===== src/hw/ctrl_settings.svh =====
/*
 * Widths and lengths shared by the host control path of the playback controller.
 * Include this wherever a width or length below is needed.
 */
`ifndef CTRL_SETTINGS_SVH
`define CTRL_SETTINGS_SVH

// One host, reply or sample byte
`define BYTE_W 8

// Header layout: command in the top bits, payload length below it
`define CMD_W 2
`define LEN_W 6

// Longest payload that the length field can describe
`define MAX_PAYLOAD ((1 << `LEN_W) - 1)

// Status reply is a header byte plus one code byte
`define REPLY_LEN 2

`endif


===== src/hw/ctrl_pkg.sv =====
/*
 * Types of the playback control path: commands, error codes and the audio
 * configuration. Imported by every block that handles frames or configuration.
 */
`include "ctrl_settings.svh"

package ctrl_pkg;

    // ==================================================
    // Host protocol
    // ==================================================

    typedef logic [`BYTE_W-1:0] byte_t;

    // Command field of the header byte
    typedef enum logic [`CMD_W-1:0] {
        SETUP_OUTPUT  = 2'd0,
        SETUP_INPUT   = 2'd1,
        STREAM_OUTPUT = 2'd2,
        STOP          = 2'd3
    } cmd_e;

    // Second byte of the status reply
    typedef enum logic [`BYTE_W-1:0] {
        NONE          = 8'd0,
        BAD_SETUP_LEN = 8'd1,
        BAD_STOP_LEN  = 8'd2
    } err_e;

    // ==================================================
    // Audio configuration
    // ==================================================

    // One-hot output enable, zero means no output
    typedef logic [1:0] io_type_t;

    localparam io_type_t IO_SPDIF = 2'b01;
    localparam io_type_t IO_I2S   = 2'b10;

    // Bit 2 picks the 48 kHz family, low bits pick 1x..8x
    typedef enum logic [2:0] {
        RATE_44K1  = 3'd0,
        RATE_88K2  = 3'd1,
        RATE_176K4 = 3'd2,
        RATE_352K8 = 3'd3,
        RATE_48K   = 3'd4,
        RATE_96K   = 3'd5,
        RATE_192K  = 3'd6,
        RATE_384K  = 3'd7
    } rate_e;

    typedef enum logic [1:0] {
        DEPTH_DOP = 2'd0,
        DEPTH_16  = 2'd1,
        DEPTH_24  = 2'd2,
        DEPTH_32  = 2'd3
    } depth_e;

    // 7 bits in all
    typedef struct packed {
        io_type_t io_type;
        rate_e    rate;
        depth_e   depth;
    } audio_cfg_t;

endpackage


===== src/hw/frame_if.sv =====
/*
 * Parsed frame beats from the frame parser to the stream controller.
 * The parser drives the src modport and the controller takes the dst modport.
 */
interface frame_if;
    import ctrl_pkg::*;

    // Handshake
    logic  valid;
    logic  ready;

    // Command of the frame this beat belongs to
    cmd_e  cmd;
    // Whole header byte on a header beat, payload byte otherwise
    byte_t data;
    logic  is_header;
    // Final beat of the frame, also set on a header with length 0
    logic  last;

    modport src (output valid, cmd, data, is_header, last, input ready);

    modport dst (input valid, cmd, data, is_header, last, output ready);

endinterface


===== src/hw/audio_ctrl_top.sv =====
/*
 * Top of the host control path. Host bytes pass the skid buffer and parser
 * into the controller, which drives samples, config and the status reply.
 */
module audio_ctrl_top (
    input  logic               clk,
    input  logic               reset_i,
    // Host input
    input  logic               host_valid_i,
    output logic               host_ready_o,
    input  ctrl_pkg::byte_t    host_data_i,
    // Status reply to the host
    output logic               reply_valid_o,
    input  logic               reply_ready_i,
    output ctrl_pkg::byte_t    reply_data_o,
    // Samples to the transmitter
    output logic               sample_valid_o,
    input  logic               sample_ready_i,
    output ctrl_pkg::byte_t    sample_data_o,
    // Current configuration
    output ctrl_pkg::io_type_t io_type_o,
    output ctrl_pkg::rate_e    rate_o,
    output ctrl_pkg::depth_e   depth_o,
    input  logic               output_busy_i,
    output logic               err_o
);
    import ctrl_pkg::*;

    logic       skid_valid;
    logic       skid_ready;
    byte_t      skid_data;
    logic       halt;
    logic       reply_req;
    err_e       reply_code;
    logic       reply_done;
    audio_cfg_t cfg;

    frame_if frame_bus ();

    // ==================================================
    // Input path
    // ==================================================

    rx_skid u_rx_skid (
        .clk         (clk),
        .reset_i     (reset_i),
        .in_valid_i  (host_valid_i),
        .in_ready_o  (host_ready_o),
        .in_data_i   (host_data_i),
        .out_valid_o (skid_valid),
        .out_ready_i (skid_ready),
        .out_data_o  (skid_data),
        .halt_i      (halt)
    );

    frame_parser u_frame_parser (
        .clk        (clk),
        .reset_i    (reset_i),
        .in_valid_i (skid_valid),
        .in_ready_o (skid_ready),
        .in_data_i  (skid_data),
        .frame      (frame_bus.src)
    );

    // ==================================================
    // Control and reply
    // ==================================================

    stream_ctrl u_stream_ctrl (
        .clk            (clk),
        .reset_i        (reset_i),
        .frame          (frame_bus.dst),
        .sample_valid_o (sample_valid_o),
        .sample_ready_i (sample_ready_i),
        .sample_data_o  (sample_data_o),
        .cfg_o          (cfg),
        .output_busy_i  (output_busy_i),
        .halt_o         (halt),
        .err_o          (err_o),
        .reply_req_o    (reply_req),
        .reply_code_o   (reply_code),
        .reply_done_i   (reply_done)
    );

    status_reply u_status_reply (
        .clk           (clk),
        .reset_i       (reset_i),
        .req_i         (reply_req),
        .code_i        (reply_code),
        .done_o        (reply_done),
        .reply_valid_o (reply_valid_o),
        .reply_ready_i (reply_ready_i),
        .reply_data_o  (reply_data_o)
    );

    // Config fields out to the pins
    assign io_type_o = cfg.io_type;
    assign rate_o    = cfg.rate;
    assign depth_o   = cfg.depth;

endmodule


===== src/hw/frame_parser.sv =====
/*
 * Splits the host byte stream into frames. Each byte leaves tagged with its
 * command, a header flag and a last flag; command semantics are not checked here.
 */
`include "ctrl_settings.svh"

module frame_parser (
    input  logic            clk,
    input  logic            reset_i,
    input  logic            in_valid_i,
    output logic            in_ready_o,
    input  ctrl_pkg::byte_t in_data_i,
    frame_if.src            frame
);
    import ctrl_pkg::*;

    localparam int CNT_W = $clog2(`MAX_PAYLOAD + 1);

    // Set between a header with payload and its last payload byte
    logic             in_payload_q;
    cmd_e             cmd_q;
    // Payload bytes still to come, including the one on the input
    logic [CNT_W-1:0] remain_q;

    logic             xfer;
    cmd_e             hdr_cmd;
    logic [CNT_W-1:0] hdr_len;

    // Header field split
    assign hdr_cmd = cmd_e'(in_data_i[`BYTE_W-1 -: `CMD_W]);
    assign hdr_len = in_data_i[`LEN_W-1:0];

    // ==================================================
    // Beat tagging, straight from the skid output
    // ==================================================

    assign frame.valid     = in_valid_i;
    assign in_ready_o      = frame.ready;
    assign frame.data      = in_data_i;
    assign frame.is_header = !in_payload_q;
    assign frame.cmd       = in_payload_q ? cmd_q : hdr_cmd;

    // Empty frames end on their header
    assign frame.last = in_payload_q ? (remain_q == CNT_W'(1)) : (hdr_len == '0);

    assign xfer = frame.valid && frame.ready;

    // ==================================================
    // Phase and count
    // ==================================================

    always_ff @(posedge clk or posedge reset_i) begin
        if (reset_i) begin
            in_payload_q <= 1'b0;
            cmd_q        <= SETUP_OUTPUT;
            remain_q     <= '0;
        end else if (xfer) begin
            if (!in_payload_q) begin
                // Header with payload opens the payload phase
                if (hdr_len != '0) begin
                    in_payload_q <= 1'b1;
                    cmd_q        <= hdr_cmd;
                    remain_q     <= hdr_len;
                end
            end else begin
                remain_q <= remain_q - CNT_W'(1);
                if (remain_q == CNT_W'(1)) begin
                    in_payload_q <= 1'b0;
                end
            end
        end
    end

endmodule


===== src/hw/rx_skid.sv =====
/*
 * Two-entry skid buffer on the host byte input. Keeps host ready off the
 * downstream ready path; halt_i closes the input for good after an error.
 */
module rx_skid (
    input  logic            clk,
    input  logic            reset_i,
    input  logic            in_valid_i,
    output logic            in_ready_o,
    input  ctrl_pkg::byte_t in_data_i,
    output logic            out_valid_o,
    input  logic            out_ready_i,
    output ctrl_pkg::byte_t out_data_o,
    input  logic            halt_i
);
    import ctrl_pkg::*;

    // Head entry is always the one presented downstream
    byte_t      head_q;
    byte_t      tail_q;
    logic [1:0] count_q;
    logic       push;
    logic       pop;

    // Ready only drops once both entries hold a byte
    assign in_ready_o  = (count_q != 2'd2) && !halt_i;
    assign out_valid_o = (count_q != 2'd0);
    assign out_data_o  = head_q;

    assign push = in_valid_i && in_ready_o;
    assign pop  = out_valid_o && out_ready_i;

    always_ff @(posedge clk or posedge reset_i) begin
        if (reset_i) begin
            count_q <= 2'd0;
        end else if (push && !pop) begin
            count_q <= count_q + 2'd1;
        end else if (pop && !push) begin
            count_q <= count_q - 2'd1;
        end
    end

    // Byte storage
    always_ff @(posedge clk) begin
        if (push && pop) begin
            // Only reachable with one entry, so the new byte becomes head
            head_q <= in_data_i;
        end else if (push) begin
            if (count_q == 2'd0) begin
                head_q <= in_data_i;
            end else begin
                tail_q <= in_data_i;
            end
        end else if (pop) begin
            head_q <= tail_q;
        end
    end

endmodule


===== src/hw/status_reply.sv =====
/*
 * Sends the two-byte status reply to the host: a stop header with length 1,
 * then the latched code. done_o pulses once the last byte is taken.
 */
`include "ctrl_settings.svh"

module status_reply (
    input  logic            clk,
    input  logic            reset_i,
    input  logic            req_i,
    input  ctrl_pkg::err_e  code_i,
    output logic            done_o,
    output logic            reply_valid_o,
    input  logic            reply_ready_i,
    output ctrl_pkg::byte_t reply_data_o
);
    import ctrl_pkg::*;

    localparam int IDX_W = $clog2(`REPLY_LEN);

    // Header of the reply frame, 0xC1
    localparam byte_t REPLY_HDR = {STOP, `LEN_W'(`REPLY_LEN - 1)};

    logic [IDX_W-1:0] idx_q;
    err_e             code_q;
    logic             last_byte;

    assign last_byte = (idx_q == IDX_W'(`REPLY_LEN - 1));

    // Header first, code after it
    assign reply_data_o = (idx_q == '0) ? REPLY_HDR : byte_t'(code_q);

    always_ff @(posedge clk or posedge reset_i) begin
        if (reset_i) begin
            reply_valid_o <= 1'b0;
            idx_q         <= '0;
            done_o        <= 1'b0;
        end else begin
            done_o <= 1'b0;
            if (!reply_valid_o) begin
                if (req_i) begin
                    reply_valid_o <= 1'b1;
                    idx_q         <= '0;
                end
            end else if (reply_ready_i) begin
                if (last_byte) begin
                    reply_valid_o <= 1'b0;
                    done_o        <= 1'b1;
                end else begin
                    idx_q <= idx_q + IDX_W'(1);
                end
            end
        end
    end

    // Code is held for the whole reply
    always_ff @(posedge clk) begin
        if (!reply_valid_o && req_i) begin
            code_q <= code_i;
        end
    end

endmodule


===== src/hw/stream_ctrl.sv =====
/*
 * Command execution for parsed frames: output setup, sample streaming, stop
 * with the transmitter idle handshake, and the sticky header length error.
 */
`include "ctrl_settings.svh"

module stream_ctrl (
    input  logic                 clk,
    input  logic                 reset_i,
    frame_if.dst                 frame,
    output logic                 sample_valid_o,
    input  logic                 sample_ready_i,
    output ctrl_pkg::byte_t      sample_data_o,
    output ctrl_pkg::audio_cfg_t cfg_o,
    input  logic                 output_busy_i,
    output logic                 halt_o,
    output logic                 err_o,
    output logic                 reply_req_o,
    output ctrl_pkg::err_e       reply_code_o,
    input  logic                 reply_done_i
);
    import ctrl_pkg::*;

    typedef enum logic [1:0] {
        ST_RUN,
        ST_WAIT_IDLE,
        ST_REPLY,
        ST_HALTED
    } state_e;

    state_e            state_q;
    logic              busy_meta_q;
    logic              busy_sync_q;
    logic [`LEN_W-1:0] hdr_len;
    logic              to_output;
    logic              sample_free;
    logic              xfer;
    logic              take_sample;

    assign hdr_len = frame.data[`LEN_W-1:0];

    // Stream payload with an output enabled goes to the sample register
    assign to_output = (frame.cmd == STREAM_OUTPUT) && !frame.is_header
                       && (cfg_o.io_type != '0);

    // Register empty now or emptied on this edge
    assign sample_free = !sample_valid_o || sample_ready_i;

    // Everything else is consumed at once while running
    assign frame.ready = (state_q == ST_RUN) && (!to_output || sample_free);

    assign xfer        = frame.valid && frame.ready;
    assign take_sample = xfer && to_output;

    // Host input closes as soon as the error is raised
    assign halt_o = err_o;

    // Transmitter busy comes from another clock domain
    always_ff @(posedge clk or posedge reset_i) begin
        if (reset_i) begin
            busy_meta_q <= 1'b0;
            busy_sync_q <= 1'b0;
        end else begin
            busy_meta_q <= output_busy_i;
            busy_sync_q <= busy_meta_q;
        end
    end

    // ==================================================
    // Sample port
    // ==================================================

    always_ff @(posedge clk or posedge reset_i) begin
        if (reset_i) begin
            sample_valid_o <= 1'b0;
        end else if (take_sample) begin
            sample_valid_o <= 1'b1;
        end else if (sample_ready_i) begin
            sample_valid_o <= 1'b0;
        end
    end

    always_ff @(posedge clk) begin
        if (take_sample) begin
            sample_data_o <= frame.data;
        end
    end

    // ==================================================
    // Command FSM
    // ==================================================

    always_ff @(posedge clk or posedge reset_i) begin
        if (reset_i) begin
            state_q      <= ST_RUN;
            cfg_o        <= '0;
            err_o        <= 1'b0;
            reply_req_o  <= 1'b0;
            reply_code_o <= NONE;
        end else begin
            // Request is a single-cycle pulse
            reply_req_o <= 1'b0;
            case (state_q)
                ST_RUN: begin
                    if (xfer && frame.is_header) begin
                        case (frame.cmd)
                            SETUP_OUTPUT: begin
                                // Exactly one config byte expected
                                if (hdr_len != `LEN_W'(1)) begin
                                    err_o        <= 1'b1;
                                    reply_req_o  <= 1'b1;
                                    reply_code_o <= BAD_SETUP_LEN;
                                    state_q      <= ST_REPLY;
                                end
                            end
                            STOP: begin
                                // A stop header must end its own frame
                                if (frame.last) begin
                                    state_q <= ST_WAIT_IDLE;
                                end else begin
                                    err_o        <= 1'b1;
                                    reply_req_o  <= 1'b1;
                                    reply_code_o <= BAD_STOP_LEN;
                                    state_q      <= ST_REPLY;
                                end
                            end
                            default: begin
                            end
                        endcase
                    end else if (xfer && frame.cmd == SETUP_OUTPUT) begin
                        // Types 0 and 1 map to I2S, 2 and 3 to S/PDIF
                        cfg_o.io_type <= frame.data[`BYTE_W-1] ? IO_SPDIF : IO_I2S;
                        cfg_o.rate    <= rate_e'(frame.data[4:2]);
                        cfg_o.depth   <= depth_e'(frame.data[1:0]);
                    end
                end
                ST_WAIT_IDLE: begin
                    if (!busy_sync_q) begin
                        reply_req_o  <= 1'b1;
                        reply_code_o <= NONE;
                        state_q      <= ST_REPLY;
                    end
                end
                ST_REPLY: begin
                    if (reply_done_i) begin
                        state_q <= err_o ? ST_HALTED : ST_RUN;
                    end
                end
                default: begin
                    // Halted until reset
                    state_q <= ST_HALTED;
                end
            endcase
        end
    end

endmodule


===== config.mk =====
export PLATFORM = sky130hd
export DESIGN_NAME = audio_ctrl_top
export DESIGN_NICKNAME = d
export VERILOG_FILES = /design/src/hw/ctrl_pkg.sv /design/src/hw/frame_if.sv /design/src/hw/audio_ctrl_top.sv /design/src/hw/frame_parser.sv /design/src/hw/rx_skid.sv /design/src/hw/status_reply.sv /design/src/hw/stream_ctrl.sv
export VERILOG_INCLUDE_DIRS = /design/src /design/src/hw
export SDC_FILE = /design/constraint.sdc
export NUM_CORES = 1
export LEC_CHECK = 0
export BUFFER_PORTS_ARGS = -buffer_cell sky130_fd_sc_hd__clkbuf_2
export CORE_ASPECT_RATIO = 1.75
export CORE_MARGIN = 5
export CORE_UTILIZATION = 60
export CTS_CLUSTER_SIZE = 10
export DETAILED_ROUTE_END_ITERATION = 7
export PLACE_DENSITY_LB_ADDON = 0.15
export REMOVE_ABC_BUFFERS = 1
export SLEW_MARGIN = 20
export SYNTH_ARGS = -nofsm -noshare
export SYNTH_HDL_FRONTEND = slang
export SYNTH_SLANG_ARGS = --single-unit

===== constraint.sdc =====
create_clock -name clk -period 9 [get_ports clk]
set_input_delay 1.35 -clock clk [delete_from_list [all_inputs] [get_ports clk]]
set_output_delay 1.35 -clock clk [all_outputs]
set_load 0.01 [all_outputs]

==> metrics.md, run 1 <==
| Metric | Value |
|---|---|
| Core Util, Final | ~70% |
| DR DRC count | 0 |
| Vias in the first global route | approximately 1600 |
| CTS tree | done |
| H-tree levels | 2 |
| Top_reg_cell synth | dfrtp_1 |
| Ant. Diodes | 0 |
| Final setup viols | 0 |
| Max Clock Skew | roughly 0.0096 ns |
| Clock Latency Late Sink | approximately 0.31 ns |
| Most frequent CP cell | ha_1 |
| GRT Resource Usage Total | 17.6% |
| Initial antenna violation count | 0 |
| Yosys reg bits | 56 |
| Commonest cells in the netlist | 30 x dfrtp_1, 26 x edfxtp_1, 22 x nor2_1 |
| Initial Utilization | 62.1% |
| Area leader, netlist | edfxtp_1 |
| CTS sink cnt | 56 |
| Tmin final | between 3 and 4 ns |
| Final Hold Viols | 0 |
| RSZ-0062 raised after global routing | false |
| Initial DRC count | 52 |
| Leakage | 0.00125 uW |
| Worst-path cell chain | mux2i_1, ha_1, o211ai_4, o221ai_4, inv_1, ha_1, nor3_2, a21oi_1 |
| IO buf count | 36 |
| CTS Root Cell | clkbuf_8 |
| Crit start category | flip-flop |
| RePlAce Congestion | 0.759 |
| Cts repair resizes | 0 |
| Core area | about 0.0042 mm^2 |
| Post-Route Setup TNS | 0 ns |
| DPL Wire Length | 3330 um |
| Setup Crit Path Kind | reg -> reg |
| Worst min-delay path category | reg -> reg |
| Number of enable flip-flop cells after synthesis | 26 |
| Layout cells sized above 1 | 29.8% |
| Worst VDD drop | 267 uV |
| Worst path max stage delay | 0.85 ns |
| Layout area overhead | 11.2% |
| Slowest library cell on the worst path | dfrtp_1 |
| First-pass GRT wire length | 7800 um |
| Warnings from Yosys | 0 |
| Pin count of the biggest net entering global routing | 31 |
| Mapped Area | 0.00260 mm^2 |
| Status | finished, final reports clean |
| Number of distinct library cells after synthesis | 49 |
| Crit path capture type | flip-flop |
| Hold buffer count at CTS | 0 |
| Maximum Capacitance Violations | 0 |
| DR pass1 iterations | 4 |
| Placed cell area | 0.00277 mm^2 |
| Most frequent cell after synthesis | dfrtp_1 |
| Seq/Total Area, Yosys | 58.9% |
| Placed cells | 286 |
| Remaining global-route overflow | 0 |
| Critical-path maximum fanout | 24 |
| Pwr dens | 365 mW/mm^2 |
| CTS Buf Count | 5 |
| Arr. time, crit path | 3.44 ns |
| Final Instance Area | 0.00289 mm^2 |
| Clk slew on worst S/H paths | 0.09 ns |
| IO Count | 41 |
| Slew HR | 47.0% |
| Fin. max-slew vios | 0 |
| Syn Area/Cell | 12.4 um^2 |
| Synth top area cells | edfxtp_1 30%, dfrtp_1 29%, mux2_2 6.9% |
| Layout Nets | 265 |
| CTS Buffer Depth | 2 |
| Drt wl/cell | about 16 um |
| Full die area | 0.00580 mm^2 |
| DRT Wirelength | 4590 um |
| Vias/cell | 5.57 |
| Synth top area share | 30.0% |
| Die span in x | 59.8 um |
| Crit share post-route | 38.2% |
| Fill cells | 316 |
| Overall Power | 1060 uW |
| Async S/R FF share, synth | 53.6% |
| Die height | 97.1 um |
| Post-CTS Setup Bufs | 0 |
| Worst Tran Pin Value | 0.791 ns |
| F_max | around 0.29 GHz |
| Fin cells | between 200 and 300 |
| Post-route ant nets | 0 |
| R2R Setup Slk | 5.56 ns |
| Critical Path RT | 8.99 ns |
| Gate Count Post-Synth | between 200 and 250 |
| # rows | 31 |
| Vias | 1637 |
==> layout make-up <==
| type | count | area, um^2 | share of cell area, % |
|---|---|---|---|
| clock buffer | 6 | 82.6 | 2.85 |
| clock inverter | 2 | 38.8 | 1.34 |
| sequential | 56 | 1530 | 52.9 |
| timing repair buffer | 37 | 188 | 6.49 |
| multi-input combinational | 131 | 942 | 32.6 |
| tap | 49 | 61.3 | 2.12 |
| inverter | 13 | 48.8 | 1.69 |
==> critical path: cells and delay by family, from the launching register on <==
kind | cells | cell delay, ns
DFF | 1 | 0.85
buffers and inverters | 1 | 0.09
and+or+nand+nor | 1 | 0.56
AOI/OAI and AO/OA | 3 | 0.80
muxes | 1 | 0.37
adders and majority gates | 2 | 0.45
==> through the flow <==
stage          hold WS (ns)  setup slack, ns
2_1_floorplan         0.331             5.50
3_3_place_gp          0.335             5.05
3_5_place_dp          0.347             4.99
4_1_cts               0.369             5.11
5_1_grt               0.397             5.27
6_report              0.369             5.56
==> placed cells by master, fill, tap and decap left out, types with 3 or more instances in the layout <==
| cell | n |
|---|---|
| clkbuf_2 | 36 |
| mux2i_1 | 5 |
| edfxtp_1 | 26 |
| nand2b_1 | 6 |
| nand3_1 | 4 |
| mux2_2 | 16 |
| inv_1 | 13 |
| clkbuf_8 | 6 |
| nor2_1 | 22 |
| dfrtp_1 | 30 |
| ha_1 | 7 |
| nand2_1 | 7 |
| o21ai_0 | 3 |
| a21oi_1 | 17 |
| conb_1 | 4 |
==> path summary, 6_finish.rpt <==
| kind | start | to | cells after the start |
|---|---|---|---|
| worst max-delay path | u_frame_parser.in_payload_q$_DFFE_PP0P_ | u_rx_skid.out_data_o[4]$_DFFE_PP_ | 8 |
| worst min-delay path | u_stream_ctrl.busy_meta_q$_DFF_PP0_ | u_stream_ctrl.busy_sync_q$_DFF_PP0_ | 0 |
| worst max register to register | u_frame_parser.in_payload_q$_DFFE_PP0P_ | u_rx_skid.out_data_o[4]$_DFFE_PP_ | 8 |
| min in group asynchronous | reset_i | u_frame_parser.remain_q[5]$_DFFE_PP0P_ | 3 |
| worst min register to register | u_stream_ctrl.busy_meta_q$_DFF_PP0_ | u_stream_ctrl.busy_sync_q$_DFF_PP0_ | 0 |
| max in group asynchronous | reset_i | u_rx_skid.count_q[0]$_DFFE_PP0P_ | 3 |
==> state kept, by name, indices dropped and copies added (netlist names), 2 cells and up <==
signal and count:
u_stream_ctrl.sample_data_o 8, u_status_reply.code_q 2, u_frame_parser.cmd_q 2, u_frame_parser.remain_q 6
u_rx_skid.tail_q 8, u_rx_skid.out_data_o 8, u_stream_ctrl.reply_code_o 2, u_stream_ctrl.cfg_o 7
u_rx_skid.count_q 2, u_stream_ctrl.state_q 2
==> metal layers <==
metal  up-vias  GRT usage [%]  wire (um)
li1        798              -          -
met1       797           21.6       1850
met2        34           28.9       2450
met3         8           3.72        210
met4         0           7.51         76
met5         -              0          0
==> logic make-up after synthesis <==
| family | Yosys count | synth area share, % |
|---|---|---|
| AOI/OAI and AO/OA | 40 | 11.4 |
| xor gates and xnor gates | 3 | 1.01 |
| adders and majority gates | 7 | 3.37 |
| buffers and inverters | 25 | 5.53 |
| DFF | 56 | 58.9 |
| muxes | 21 | 8.85 |
| other | 1 | 0.144 |
| and+or+nand+nor | 56 | 10.9 |
==> report_power, final <==
part	total [uW]	switching (uW)	internal, uW
sequential	487	103	384
clock	171	80.0	91.0
combinational	399	217	182
total	1060	399	657
(Power assumes the default switching activity.)
==> run 2: changes to the inputs <==
Settings changed: CORE_UTILIZATION 60 to 50.
Clock period 9 ns to 3 ns, I/O delays scaled along.
==> metrics.md, run 2 (synthesis gave the netlist of run 1 again) <==
| Metric | Value |
|---|---|
| DR pass1 iterations | 4 |
| Vias | about 1600 |
| Clk slew on worst S/H paths | 0.10 ns |
| Tmin final | 2.47 ns |
| IO Count | 41 |
| Die span in x | ~65 um |
| Full die area | roughly 0.0068 mm^2 |
| Remaining global-route overflow | 0 |
| Maximum Capacitance Violations | 0 |
| Drt wl/cell | 15.5 um |
| Max Clock Skew | between 0.01 and 0.015 ns |
| Arr. time, crit path | 2.41 ns |
| Stages on worst setup path | 9 |
| Cells on worst reg2reg path | 9 |
| Cts repair resizes | 0 |
| Worst Tran Pin Value | 0.746 ns |
| CTS Root Cell | clkbuf_8 |
| # rows | 34 |
| Worst-path cell chain | mux2i_1, inv_1, ha_1, o211ai_4, o221ai_4, inv_1, ha_1, nor3_1, a21oi_1 |
| Ant. Diodes | 0 |
| Place WS | 0.503 ns |
| Final setup viols | 0 |
| IO buf count | 36 |
| F_max | 0.405 GHz |
| Initial DRC count | 59 |
| Leakage | roughly 0.0013 uW |
| Initial antenna violation count | 0 |
| Setup Crit Path Kind | reg -> reg |
| DPL Wire Length | 3570 um |
| CTS tree | done |
| Crit share post-route | 82.3% |
| Fin cells | 303 |
| Layout Nets | 269 |
| Worst min-delay path category | in -> async |
| Worst VDD drop | 587 uV |
| Vias/cell | 5.42 |
| DR DRC count | 0 |
| Fill cells | 454 |
| Clock Latency Late Sink | 0.31 ns |
| Setup ws final | roughly 0.53 ns |
| Commonest non-fill, non-tap cell in the layout | clkbuf_2 |
| Slew HR | 50.3% |
| Delay-heaviest family, CP | compound AO/OA/AOI/OAI gates |
| GRT Resource Usage Total | 15.3% |
| CTS sink cnt | 56 |
| Post-route ant nets | 0 |
| H-tree levels | 2 |
| Slowest library cell on the worst path | a21oi_1 |
| CTS Buf Count | 5 |
| Vias in the first global route | about 1700 |
| First-pass GRT wire length | between 8000 and 9000 um |
| Crit path capture type | flip-flop |
| Post-CTS Setup Bufs | 0 |
| DRT Wirelength | 4690 um |
| Initial Utilization | 51.8% |
| Worst path max stage delay | approximately 0.60 ns |
| Most frequent cells in the layout | 36 x clkbuf_2, 30 x dfrtp_1, 26 x edfxtp_1 |
| CP Buf/Inv Count | 2 |
| Critical Path RT | 2.94 ns |
| Core area | roughly 0.005 mm^2 |
| Final Hold Viols | 0 |
| Core Util, Final | 58.0% |
| CTS Buffer Depth | 2 |
| Placed cells | between 200 and 300 |
| Pwr dens | between 1000 and 1500 mW/mm^2 |
| RePlAce Congestion | 0.768 |
| Layout area overhead | 11.9% |
| Die height | roughly 110 um |
| Status | finished, final reports clean |
| Pin count of the biggest net entering global routing | 31 |
| Layout cells sized above 1 | 30.1% |
| Critical-path maximum fanout | 8 |
| Fin. max-slew vios | 0 |
| Hold buffer count at CTS | 0 |
| RSZ-0062 raised after global routing | false |
| Crit start category | flip-flop |
run 2: changes by cell type in the layout (fill, tap and decap cells not counted), sizes merged:
cell	change
buf	+4
run 2: worst min-delay path, stage by stage:
cell and delay, ns:
clkbuf_2 0.08, inv_1 0.04, buf_4 0.35
run 2: final cells by class:
type                    instances  area (um^2)  area share (%)
multi-input cells             131          937            32.2
clock inverters                 2         35.0            1.20
inverters                      13         48.8            1.68
well taps                      54         67.6            2.32
repair buffers                 41          218            7.48
flip-flops and latches         56         1530            52.6
clock buffers                   6         72.6            2.49
run 2: path summary, 6_finish.rpt:
| kind | from | end | slack (ns) |
|---|---|---|---|
| worst max-delay path | u_rx_skid.out_data_o[7]$_DFFE_PP_ | u_rx_skid.out_data_o[4]$_DFFE_PP_ | 0.53 |
| worst min-delay path | reset_i | u_stream_ctrl.cfg_o[5]$_DFFE_PP0P_ | 0.19 |
| worst max register to register | u_rx_skid.out_data_o[7]$_DFFE_PP_ | u_rx_skid.out_data_o[4]$_DFFE_PP_ | 0.53 |
| worst min register to register | u_stream_ctrl.busy_meta_q$_DFF_PP0_ | u_stream_ctrl.busy_sync_q$_DFF_PP0_ | 0.36 |
| max in group asynchronous | reset_i | u_stream_ctrl.cfg_o[2]$_DFFE_PP0P_ | 2.52 |
| min in group clk | output_busy_i | u_stream_ctrl.busy_meta_q$_DFF_PP0_ | 0.25 |
run 2: power breakdown:
| part | internal, uW | switching (uW) | total (uW) | leakage [uW] |
|---|---|---|---|---|
| sequential | 1150 | 270 | 1420 | 0.000596 |
| combinational | 572 | 691 | 1260 | 0.000609 |
| clock | 248 | 235 | 483 | 0.0000552 |
| total | 1970 | 1200 | 3170 | 0.00126 |
run 2: metal layers:
layer | wire (um) | vias to the layer above | track usage (%)
met5 | 0 | - | 0
met1 | 1890 | 791 | 17.1
li1 | - | 809 | -
met4 | 96 | 0 | 5.90
met2 | 2530 | 34 | 27.6
met3 | 168 | 8 | 3.51
run 2: metrics by stage:
step	area [um^2]	TNS, ns	power (uW)	hold slack, ns
floorplan	2520	-2.31	2300	0.331
global placement	2800	0	2700	0.339
detailed placement	2800	0	2720	0.336
CTS	2910	0	3210	0.192
global route	2910	0	3430	0.224
finish	2910	0	3170	0.187
